### src/rtl/exec_consts.svh
// ####################
// Width constants and the link register number
// ####################
`ifndef EXEC_CONSTS_SVH
`define EXEC_CONSTS_SVH

// Data and address width
`define DATA_W 16

// Opcode field width, taken from the top of the instruction
`define OPC_W 5

// Register written by JAL and JALR
`define LINK_REG 7

`endif

### src/rtl/execPkg.sv
// ####################
// Opcode, ALU operation and immediate kind enums
// Stage input and result structs
// ####################
`include "exec_consts.svh"

package execPkg;

	// Opcodes handled by the execute stage
	typedef enum logic [`OPC_W-1:0] {
		NOP      = 5'b00001,
		J        = 5'b00100,
		JR       = 5'b00101,
		JAL      = 5'b00110,
		JALR     = 5'b00111,
		ADDI     = 5'b01000,
		SUBI     = 5'b01001,
		XORI     = 5'b01010,
		ANDNI    = 5'b01011,
		BEQZ     = 5'b01100,
		BNEZ     = 5'b01101,
		BLTZ     = 5'b01110,
		BGEZ     = 5'b01111,
		SLBI     = 5'b10010,
		ROLI     = 5'b10100,
		SLLI     = 5'b10101,
		RORI     = 5'b10110,
		SRLI     = 5'b10111,
		LBI      = 5'b11000,
		SHIFT_RR = 5'b11010,
		ALU_RR   = 5'b11011,
		SEQ      = 5'b11100,
		SLT      = 5'b11101,
		SLE      = 5'b11110
	} opcodeT;

	// Internal ALU operations after opcode and funct decode
	typedef enum logic [3:0] {
		opAdd, opSub, opXor, opAndn,
		opRol, opSll, opRor, opSrl,
		opEq, opLt, opLe,
		opPassB, opShiftLoad
	} aluOpT;

	// Immediate field formats
	typedef enum logic [2:0] {
		zero5, zero8, sign5, sign8, sign11
	} immKindT;

	// One instruction with its operands, 65 bits
	typedef struct packed {
		logic [`DATA_W-1:0] instr;
		logic [`DATA_W-1:0] regA;
		logic [`DATA_W-1:0] regB;
		// Fall-through address, PC+2
		logic [`DATA_W-1:0] pcNext;
		logic vld;
	} exInT;

	// Registered result toward the memory stage, 35 bits
	typedef struct packed {
		logic [`DATA_W-1:0] wbData;
		logic [`DATA_W-1:0] nextPc;
		logic taken;
		logic linkWrite;
		logic vld;
	} exResT;

endpackage

### src/rtl/immExtend.sv
// ####################
// Immediate field select and extension
// ####################
`timescale 1ns/1ps
`include "exec_consts.svh"

module immExtend (
	input  logic [`DATA_W-1:0] instr,
	output logic [`DATA_W-1:0] immValue
);
	import execPkg::*;

	opcodeT opc;
	immKindT immKind;

	assign opc = opcodeT'(instr[`DATA_W-1 -: `OPC_W]);

	// Format of the immediate for each opcode
	always_comb begin
		case (opc)
			// Logic immediates are unsigned
			XORI, ANDNI: immKind = zero5;
			SLBI: immKind = zero8;
			BEQZ, BNEZ, BLTZ, BGEZ, LBI, JR, JALR: immKind = sign8;
			// Long displacement of J-format
			J, JAL: immKind = sign11;
			default: immKind = sign5;
		endcase
	end

	// Extend the chosen field to full width
	always_comb begin
		case (immKind)
			zero5: immValue = {{(`DATA_W-5){1'b0}}, instr[4:0]};
			zero8: immValue = {{(`DATA_W-8){1'b0}}, instr[7:0]};
			sign8: immValue = {{(`DATA_W-8){instr[7]}}, instr[7:0]};
			sign11: immValue = {{(`DATA_W-11){instr[10]}}, instr[10:0]};
			default: immValue = {{(`DATA_W-5){instr[4]}}, instr[4:0]};
		endcase
	end

endmodule

### src/rtl/aluUnit.sv
// ####################
// ALU with its own opcode and funct decode
// ####################
`timescale 1ns/1ps
`include "exec_consts.svh"

module aluUnit (
	input  logic [`DATA_W-1:0] instr,
	input  logic [`DATA_W-1:0] regA,
	input  logic [`DATA_W-1:0] regB,
	input  logic [`DATA_W-1:0] immValue,
	output logic [`DATA_W-1:0] aluOut
);
	import execPkg::*;

	opcodeT opc;
	aluOpT aluOp;
	logic [1:0] funct;
	// Second operand comes from regB when set
	logic regSrc;
	logic [`DATA_W-1:0] opB;
	logic invA;
	logic [`DATA_W-1:0] addA;
	logic [`DATA_W-1:0] sum;
	logic [3:0] shAmt;
	logic [2*`DATA_W-1:0] rolWide;
	logic [2*`DATA_W-1:0] rorWide;
	logic eqRes;
	logic ltRes;

	assign opc = opcodeT'(instr[`DATA_W-1 -: `OPC_W]);
	assign funct = instr[1:0];

	// Operation and operand source decode
	always_comb begin
		aluOp = opAdd;
		regSrc = 1'b0;
		case (opc)
			ADDI: aluOp = opAdd;
			SUBI: aluOp = opSub;
			XORI: aluOp = opXor;
			ANDNI: aluOp = opAndn;
			ROLI: aluOp = opRol;
			SLLI: aluOp = opSll;
			RORI: aluOp = opRor;
			SRLI: aluOp = opSrl;
			ALU_RR: begin
				regSrc = 1'b1;
				// Funct order add, sub, xor, andn
				case (funct)
					2'b00: aluOp = opAdd;
					2'b01: aluOp = opSub;
					2'b10: aluOp = opXor;
					default: aluOp = opAndn;
				endcase
			end
			SHIFT_RR: begin
				regSrc = 1'b1;
				// Funct order rol, sll, ror, srl
				case (funct)
					2'b00: aluOp = opRol;
					2'b01: aluOp = opSll;
					2'b10: aluOp = opRor;
					default: aluOp = opSrl;
				endcase
			end
			SEQ: begin
				regSrc = 1'b1;
				aluOp = opEq;
			end
			SLT: begin
				regSrc = 1'b1;
				aluOp = opLt;
			end
			SLE: begin
				regSrc = 1'b1;
				aluOp = opLe;
			end
			LBI: aluOp = opPassB;
			SLBI: aluOp = opShiftLoad;
			// Branches, jumps and NOP leave the result unused
			default: aluOp = opAdd;
		endcase
	end

	assign opB = regSrc ? regB : immValue;

	// Subtract is opB minus regA by inverting A with carry in
	assign invA = (aluOp == opSub);
	assign addA = invA ? ~regA : regA;
	assign sum = opB + addA + {{(`DATA_W-1){1'b0}}, invA};

	// Shift amount is the low nibble of the second operand
	assign shAmt = opB[3:0];
	assign rolWide = {regA, regA} << shAmt;
	assign rorWide = {regA, regA} >> shAmt;

	// Signed compares of regA against opB
	assign eqRes = (regA == opB);
	assign ltRes = ($signed(regA) < $signed(opB));

	always_comb begin
		case (aluOp)
			opXor: aluOut = regA ^ opB;
			opAndn: aluOut = regA & ~opB;
			opRol: aluOut = rolWide[2*`DATA_W-1 -: `DATA_W];
			opSll: aluOut = regA << shAmt;
			opRor: aluOut = rorWide[`DATA_W-1:0];
			opSrl: aluOut = regA >> shAmt;
			opEq: aluOut = {{(`DATA_W-1){1'b0}}, eqRes};
			opLt: aluOut = {{(`DATA_W-1){1'b0}}, ltRes};
			opLe: aluOut = {{(`DATA_W-1){1'b0}}, ltRes | eqRes};
			opPassB: aluOut = opB;
			// Upper byte from regA, lower byte from the immediate
			opShiftLoad: aluOut = (regA << 8) | opB;
			// Add and sub share the adder
			default: aluOut = sum;
		endcase
	end

endmodule

### src/rtl/controlFlowUnit.sv
// ####################
// Branch test, jump decode and next PC
// ####################
`timescale 1ns/1ps
`include "exec_consts.svh"

module controlFlowUnit (
	input  logic [`DATA_W-1:0] instr,
	input  logic [`DATA_W-1:0] regA,
	input  logic [`DATA_W-1:0] pcNext,
	input  logic [`DATA_W-1:0] immValue,
	output logic [`DATA_W-1:0] nextPc,
	output logic taken,
	output logic linkWrite
);
	import execPkg::*;

	opcodeT opc;
	logic regZero;
	logic regNeg;
	logic branchHit;
	// PC-relative jump
	logic jumpImm;
	// Register-relative jump
	logic jumpReg;
	logic [`DATA_W-1:0] targetBase;
	logic [`DATA_W-1:0] target;

	assign opc = opcodeT'(instr[`DATA_W-1 -: `OPC_W]);

	// Conditions look at regA only
	assign regZero = (regA == '0);
	assign regNeg = regA[`DATA_W-1];

	always_comb begin
		branchHit = 1'b0;
		jumpImm = 1'b0;
		jumpReg = 1'b0;
		case (opc)
			BEQZ: branchHit = regZero;
			BNEZ: branchHit = ~regZero;
			BLTZ: branchHit = regNeg;
			// Zero counts as not negative
			BGEZ: branchHit = ~regNeg;
			J, JAL: jumpImm = 1'b1;
			JR, JALR: jumpReg = 1'b1;
			default: begin
				branchHit = 1'b0;
			end
		endcase
	end

	// One adder serves branches and both jump kinds
	assign targetBase = jumpReg ? regA : pcNext;
	assign target = targetBase + immValue;

	// Any redirect away from the fall-through address
	assign taken = branchHit | jumpImm | jumpReg;
	assign nextPc = taken ? target : pcNext;

	// Link register gets PC+2 on JAL and JALR
	assign linkWrite = (opc == JAL) || (opc == JALR);

endmodule

### src/rtl/resultMerge.sv
// ####################
// Write-back select and stage output register
// ####################
`timescale 1ns/1ps
`include "exec_consts.svh"

module resultMerge (
	input  logic clk,
	input  logic rst,
	input  execPkg::exInT exIn,
	input  logic [`DATA_W-1:0] aluOut,
	input  logic [`DATA_W-1:0] nextPc,
	input  logic taken,
	input  logic linkWrite,
	output execPkg::exResT exRes
);
	import execPkg::*;

	// Result assembled ahead of the register
	exResT resNext;

	always_comb begin
		// Link writes store the return address
		resNext.wbData = linkWrite ? exIn.pcNext : aluOut;
		resNext.nextPc = nextPc;
		resNext.taken = taken;
		resNext.linkWrite = linkWrite;
		// Valid follows the input strobe by one cycle
		resNext.vld = exIn.vld;
	end

	// Stage latch, loaded every cycle since there is no back-pressure
	always_ff @(posedge clk) begin
		if (rst) begin
			exRes <= '0;
		end else begin
			exRes <= resNext;
		end
	end

endmodule

### src/rtl/executeStage.sv
// ####################
// Execute stage top
// ####################
`timescale 1ns/1ps
`include "exec_consts.svh"

module executeStage (
	input  logic clk,
	input  logic rst,
	input  execPkg::exInT exIn,
	output execPkg::exResT exRes
);

	// Extended immediate shared by ALU and control flow
	logic [`DATA_W-1:0] immValue;
	logic [`DATA_W-1:0] aluOut;
	logic [`DATA_W-1:0] nextPc;
	logic taken;
	logic linkWrite;

	immExtend i_immExtend (
		.instr(exIn.instr),
		.immValue(immValue)
	);

	// Data path
	aluUnit i_aluUnit (
		.instr(exIn.instr),
		.regA(exIn.regA),
		.regB(exIn.regB),
		.immValue(immValue),
		.aluOut(aluOut)
	);

	// Control flow path, in parallel with the ALU
	controlFlowUnit i_controlFlowUnit (
		.instr(exIn.instr),
		.regA(exIn.regA),
		.pcNext(exIn.pcNext),
		.immValue(immValue),
		.nextPc(nextPc),
		.taken(taken),
		.linkWrite(linkWrite)
	);

	resultMerge i_resultMerge (
		.clk(clk),
		.rst(rst),
		.exIn(exIn),
		.aluOut(aluOut),
		.nextPc(nextPc),
		.taken(taken),
		.linkWrite(linkWrite),
		.exRes(exRes)
	);

endmodule

### config.mk
export PLATFORM = sky130hd
export DESIGN_NAME = executeStage
export DESIGN_NICKNAME = d
export VERILOG_FILES = /design/src/rtl/execPkg.sv /design/src/rtl/immExtend.sv /design/src/rtl/aluUnit.sv /design/src/rtl/controlFlowUnit.sv /design/src/rtl/resultMerge.sv /design/src/rtl/executeStage.sv
export VERILOG_INCLUDE_DIRS = /design/src /design/src/rtl
export SDC_FILE = /design/constraint.sdc
export NUM_CORES = 1
export LEC_CHECK = 0
export BUFFER_PORTS_ARGS = -buffer_cell sky130_fd_sc_hd__buf_2
export CORE_ASPECT_RATIO = 0.7
export CORE_MARGIN = 2
export CORE_UTILIZATION = 30
export CTS_CLUSTER_SIZE = 20
export DETAILED_ROUTE_END_ITERATION = 10
export PLACE_DENSITY = 0.57
export SYNTH_ARGS = -nofsm -noshare
export SYNTH_HDL_FRONTEND = slang
export SYNTH_SLANG_ARGS = --single-unit
### constraint.sdc
create_clock -name clk -period 4.5 [get_ports clk]
set_input_delay 0.45 -clock clk [delete_from_list [all_inputs] [get_ports clk]]
set_output_delay 0.45 -clock clk [all_outputs]
set_load 0.1 [all_outputs]
==> flow_metrics.py, run 1 <==
metrics = {
    "worst_setup_path": {
        "crit_family": "compound AO/OA/AOI/OAI gates",
        "crit_start": "exIn[64]",
        "crit_chain": "buf_2 -> nor4b_1 -> a211o_1 -> or2_1 -> nand2_1 -> xnor2_1 -> ha_1 -> a21o_1 -> a21o_1 -> a21oi_1 -> o211ai_2 -> and4_1 -> a31oi_1 -> a31oi_2 -> o41ai_2 -> xnor2_1 -> nand2_1 -> a41oi_1",
        "startpoint_type": "input port",
        "critPathCaptureType": "flip-flop",
        "crit_buf_inv": 1,
        "worst_ep_required_time_ps": 4700,
        "crit_type": "in2reg",
        "worstPathMaxFanout": 15,
        "critPathMaxStageDelay_ps": 390,
        "arrival_ps": 4430,
        "slowest_stage": "nor4b_1",
    },
    "synthesis": {
        "ys_top_cells_by_area": "dfxtp_1 (11%), ha_1 (7.7%), mux2i_1 (7.4%), nand2_1 (6.5%), nor2_1 (5.9%)",
        "synth_xor_area_share_pct": 6.20,
        "synth.avg_cell_area_sq_um": 7.08,
        "ys_types": 89,
        "yosysMostFrequentCell": "nand2_1",
        "synth_area_sq_mm": 0.00635,
        "synthArstFlopShare_pct": 0,
        "synth_top_area_share_pct": 11.0,
        "synth_edf_count": 0,
        "ys_seq_area_share_pct": 11.0,
        "synthSimpleGateAreaFrac_pct": 24.4,
        "synthMuxAreaShare_pct": 13.8,
        "ys_warn_count": 0,
        "synth_commonest_cells": "nand2_1 (110), nor2_1 (100), o21ai_0 (60)",
        "synth-main-ff-cell": "dfxtp_1",
        "yosys.area.top_type": "dfxtp_1",
        "synth.ff_latch_count": 35,
        "synthCells": 898,
        "synthAdderAreaFrac_pct": 8.98,
        "synth_top_family_by_area": "compound AO/OA/AOI/OAI gates",
        "synth.net_count": 1006,
        "synth_compound_area_share_pct": 29.2,
    },
    "place": {
        "dp.final_hpwl_microns": 20400,
        "routabilityCongestion": 0.993,
        "buffer_ports.inserted": 101,
    },
    "detailed_routing": {
        "vias_per_cell": 5.77,
        "drtIter0Drc": 695,
        "ant_nets": 0,
        "first_pass_iters": 5,
        "vias": 7269,
        "drc": 0,
        "post_drt_wl_per_cell_microns": 20.5,
        "routed_wl_microns": 25800,
    },
    "floorplanning": {
        "die_x_microns": 178,
        "rows": 44,
        "core-area_sq_mm": 0.0208,
        "die_area_sq_mm": 0.0224,
        "die-height_microns": 126,
        "ios": 102,
        "start_util_pct": 30.6,
    },
    "timing": {
        "hold_viol_final": 0,
        "drv_slew": 0,
        "setup-tns-final_ps": 0,
        "slew_headroom_pct": 23.9,
        "holdWs_ps": 368,
        "worstMarginPinSlew_ps": 1140,
        "period_minus_slack_ps": 4220,
        "rsz0062_at_grt": "false",
        "setup_viol": 0,
        "period_share_pct": 93.8,
        "timing.fmax_ghz": 0.237,
    },
    "global_routing": {
        "grt_pass1_vias": 6511,
        "grt_usage_pct": 22.6,
        "antenna_found_initial": 0,
        "grt_max_degree": 39,
        "grt_overflow_total": 0,
        "grt_pass1_wl_microns": 39000,
    },
    "clock_tree": {
        "cts_made_buffers": 5,
        "ctsHtreeMaxLevel": 2,
        "clkTransAtPathRegs_ps": 60,
        "cts_tree": "done",
        "cts_hold_buf": 0,
        "cts_sinks": 35,
        "cts_max_path_buffers": 2,
        "clock-root-buffer": "clkbuf_16",
    },
    "power_and_ir_drop": {
        "irDropWorstVdd_mv": 0.134,
        "power_density_mw_per_mm2": 302,
        "p_leak_nw": 3.24,
    },
    "layout": {
        "syn2layout_area_growth_pct": 16.5,
        "largestRegisters": "i_resultMerge.exRes (35)",
        "largest_reg_flops": 35,
        "regMostFlops": "i_resultMerge.exRes",
        "finalNetCount": 1090,
        "ff_latch_area_sq_um": 701,
        "finish.utilization_pct": 35.7,
        "antenna_cells": 0,
        "layout-drive-gt1-share_pct": 21.7,
        "fillers": 2252,
        "multi_input_area_sq_mm": 0.00526,
    },
    "min_path": {
        "min_from": "exIn[0]",
        "hold_path_class": "in2reg",
    },
    "job": {
        "maxCapViolations": 0,
    },
    "outcome": {
        "status": "complete, no violations",
    },
}
[report_power, final]
part / switching (mW) / internal, mW / total (mW)
logic: 0.977 / 0.472 / 1.45
registers: 0.0113 / 0.351 / 0.362
clock network: 0.161 / 0.262 / 0.423
total: 1.15 / 1.08 / 2.23
[layout make-up]
| class | instances | share of cell area [%] |
|---|---|---|
| multi-input combinational | 770 | 71.0 |
| timing repair buffer | 145 | 11.3 |
| sequential | 35 | 9.47 |
| tap | 276 | 4.67 |
| clock buffer | 5 | 1.69 |
| inverter | 25 | 1.27 |
| clock inverter | 3 | 0.592 |
[final timing paths]
kind / to / slack, ps / cells after the start
setup / recovery: i_resultMerge.exRes[30] / 280 / 18
hold / removal: i_resultMerge.exRes[0] / 370 / 2
[cells in the final DEF, fill, tap and decap left out, types with 9 or more instances in the layout]
| master | Yosys | final |
|---|---|---|
| dfxtp_1 | 35 | 35 |
| a21oi_1 | 58 | 58 |
| a211oi_1 | 22 | 22 |
| o211ai_1 | 19 | 19 |
| ha_1 | 39 | 39 |
| o21ai_0 | 60 | 60 |
| nand2_1 | 110 | 110 |
| nor2b_1 | 9 | 9 |
| xnor2_1 | 37 | 37 |
| a221oi_1 | 9 | 9 |
| buf_2 | 13 | 101 |
| inv_1 | 22 | 22 |
| buf_4 | 5 | 44 |
| nand2b_1 | 10 | 10 |
| mux2_2 | 30 | 30 |
| nor2_1 | 100 | 100 |
| a31oi_1 | 11 | 11 |
| a21o_1 | 16 | 16 |
| nand3_1 | 27 | 27 |
| mux2i_1 | 47 | 46 |
| nor3_1 | 15 | 15 |
[logic make-up after synthesis]
family / after synthesis
AOI/OAI and AO/OA: 271
xor gates and xnor gates: 45
adders and majority gates: 45
buffers and inverters: 93
DFF: 35
muxes: 80
and+or+nand+nor: 329
[per-stage QoR]
stage	setup WS, ps	instance area, sq um	power (mW)	instances
final	278	7400	2.23	1259
after detailed placement	104	7230	1.78	1251
after global placement	156	7230	1.78	1251
after global routing	136	7400	2.36	1259
after CTS	393	7390	2.21	1259
after floorplan	33.6	6350	1.45	898
[metal layers]
metal  wire length (microns)  global-route usage (%)  up-vias  share of wire [%]
met5                       0                       0        -                  0
met4                     336                    3.71        0                1.3
met2                    9800                    29.8      359                 38
met3                    2980                    7.49       34                 12
li1                        -                       -     3466                  -
met1                   12700                    35.1     3410                 49
[timing repair]
action	4_1_cts	5_1_grt
resized for setup	0	1
setup buffers	0	0
setup endpoints to repair	0	1
Power figures use the tool's default switching activity.
==> inputs of run 2 (changes only) <==
--- a/config.mk
+++ b/config.mk
@@ -6,13 +6,13 @@
 export SDC_FILE = /design/constraint.sdc
 export NUM_CORES = 1
 export LEC_CHECK = 0
-export BUFFER_PORTS_ARGS = -buffer_cell sky130_fd_sc_hd__buf_2
+export BUFFER_PORTS_ARGS = -buffer_cell sky130_fd_sc_hd__clkbuf_2
 export CORE_ASPECT_RATIO = 0.7
 export CORE_MARGIN = 2
 export CORE_UTILIZATION = 30
 export CTS_CLUSTER_SIZE = 20
 export DETAILED_ROUTE_END_ITERATION = 10
-export PLACE_DENSITY = 0.57
+export PLACE_DENSITY = 0.56
 export SYNTH_ARGS = -nofsm -noshare
 export SYNTH_HDL_FRONTEND = slang
 export SYNTH_SLANG_ARGS = --single-unit
==> constraint.sdc (replaced) <==
create_clock -name clk -period 4.2 [get_ports clk]
set_input_delay 0.42 -clock clk [delete_from_list [all_inputs] [get_ports clk]]
set_output_delay 0.42 -clock clk [all_outputs]
set_load 0.1 [all_outputs]
==> flow_metrics.py, run 2 (same netlist as run 1, synthesis figures left out) <==
metrics = {
    "outcome": {
        "status": "complete, no violations",
    },
    "timing": {
        "setup_viol": 0,
        "timing.fmax_ghz": 0.251,
        "hold_viol_final": 0,
        "period_minus_slack_ps": 3980,
        "drv_slew": 0,
        "period_share_pct": 94.7,
        "slew_headroom_pct": 37.1,
        "worstMarginPinSlew_ps": 941,
        "rsz0062_at_grt": "false",
        "setup-tns-final_ps": 0,
    },
    "clock_tree": {
        "ctsHtreeMaxLevel": 2,
        "cts_max_path_buffers": 2,
        "post_cts_buffers": 0,
        "clock-root-buffer": "clkbuf_16",
        "cts_sinks": 35,
        "cts_tree": "done",
        "clkTransAtPathRegs_ps": 60,
        "cts_made_buffers": 5,
    },
    "layout": {
        "final_cell_mix": "nand2_1 (110), clkbuf_2 (101), nor2_1 (100)",
        "layout-drive-gt1-share_pct": 24.2,
        "finish.utilization_pct": 36.8,
        "syn2layout_area_growth_pct": 20.3,
        "final_common_cell": "nand2_1",
        "largestRegisters": "i_resultMerge.exRes (35)",
        "finalNetCount": 1120,
        "largest_reg_flops": 35,
        "antenna_cells": 0,
        "regMostFlops": "i_resultMerge.exRes",
    },
    "power_and_ir_drop": {
        "irDropWorstVdd_mv": 0.208,
        "power_density_mw_per_mm2": 319,
        "p_leak_nw": 3.38,
    },
    "worst_setup_path": {
        "critPathCaptureType": "flip-flop",
        "arrival_ps": 4190,
        "startpoint_type": "input port",
        "worstPathMaxFanout": 16,
        "worst_ep_required_time_ps": 4410,
        "slowest_stage": "o41ai_2",
        "critPathMaxStageDelay_ps": 360,
        "crit_chain": "clkbuf_2 -> and4b_1 -> a211o_1 -> or2_1 -> nand2_1 -> xnor2_1 -> ha_1 -> a21o_1 -> a21o_1 -> a21oi_1 -> o211ai_2 -> and4_1 -> a31oi_2 -> a31oi_4 -> o41ai_2 -> xnor2_1 -> nand2_1 -> a41oi_1",
        "crit_type": "in2reg",
    },
    "floorplanning": {
        "rows": 44,
        "die_area_sq_mm": 0.0224,
        "ios": 102,
        "die-height_microns": 126,
        "start_util_pct": 30.6,
        "die_x_microns": 178,
        "core-area_sq_mm": 0.0208,
    },
    "min_path": {
        "hold_path_class": "in2reg",
    },
    "global_routing": {
        "grt_overflow_total": 0,
        "grt_usage_pct": 22.8,
        "grt_pass1_wl_microns": 39300,
        "antenna_found_initial": 0,
        "grt_pass1_vias": 6689,
        "grt_max_degree": 39,
    },
    "detailed_routing": {
        "post_drt_wl_per_cell_microns": 20.1,
        "drc": 0,
        "vias": 7438,
        "drtIter0Drc": 797,
        "vias_per_cell": 5.77,
        "first_pass_iters": 6,
        "routed_wl_microns": 26000,
        "ant_nets": 0,
    },
    "place": {
        "buffer_ports.inserted": 101,
        "routabilityCongestion": 0.980,
        "dp.final_hpwl_microns": 20800,
    },
    "job": {
        "maxCapViolations": 0,
    },
}
## run 2: final cells by class
type	instances	area (sq um)
inverters	25	93.8
well taps	276	345
flip-flops and latches	35	701
repair buffers	175	1060
fillers	2216	13100
multi-input cells	770	5270
clock inverters	3	43.8
clock buffers	5	125
## run 2: layer usage
metal  GRT usage, %  routed length, microns
met1           35.9                   12700
met3           5.56                    2780
met2           30.8                   10100
met4           3.66                     414
met5              0                       0
## run 2: report_power, final
group	switching, mW	internal, mW
clock	0.173	0.281
sequential	0.0131	0.376
combinational	1.06	0.540
total	1.24	1.20
## run 2: worst paths after layout
path  slack [ps]     start  cells after the start                 endpoint
min          350   exIn[0]                      2   i_resultMerge.exRes[0]
max          220  exIn[62]                     18  i_resultMerge.exRes[30]
## run 2: metrics by stage
step / area, sq um / hold WS (ps) / setup WS (ps) / instances / power (mW)
2_1_floorplan: 6360 / 546 / 19.7 / 898 / 1.55
3_3_place_gp: 7450 / 638 / -2.67 / 1281 / 1.95
3_5_place_dp: 7450 / 644 / -62.2 / 1281 / 1.96
4_1_cts: 7620 / 349 / 213 / 1289 / 2.41
5_1_grt: 7640 / 376 / 3.08 / 1289 / 2.58
6_report: 7640 / 350 / 223 / 1289 / 2.44
## run 2: repair_timing
| item | CTS | global route |
|---|---|---|
| resized for setup | 0 | 5 |
| endpoints found under the setup margin | 0 | 9 |
| hold buffers | 0 | 0 |
## run 2: worst max-delay path, delay by kind of cell
kind,cells,cell delay (ps)
buffers and inverters,1,210
AO/OA/AOI/OAI,9,1950
AND/OR/NAND/NOR,5,1000
XOR/XNOR,2,320
adder cells (fa/ha/maj),1,280
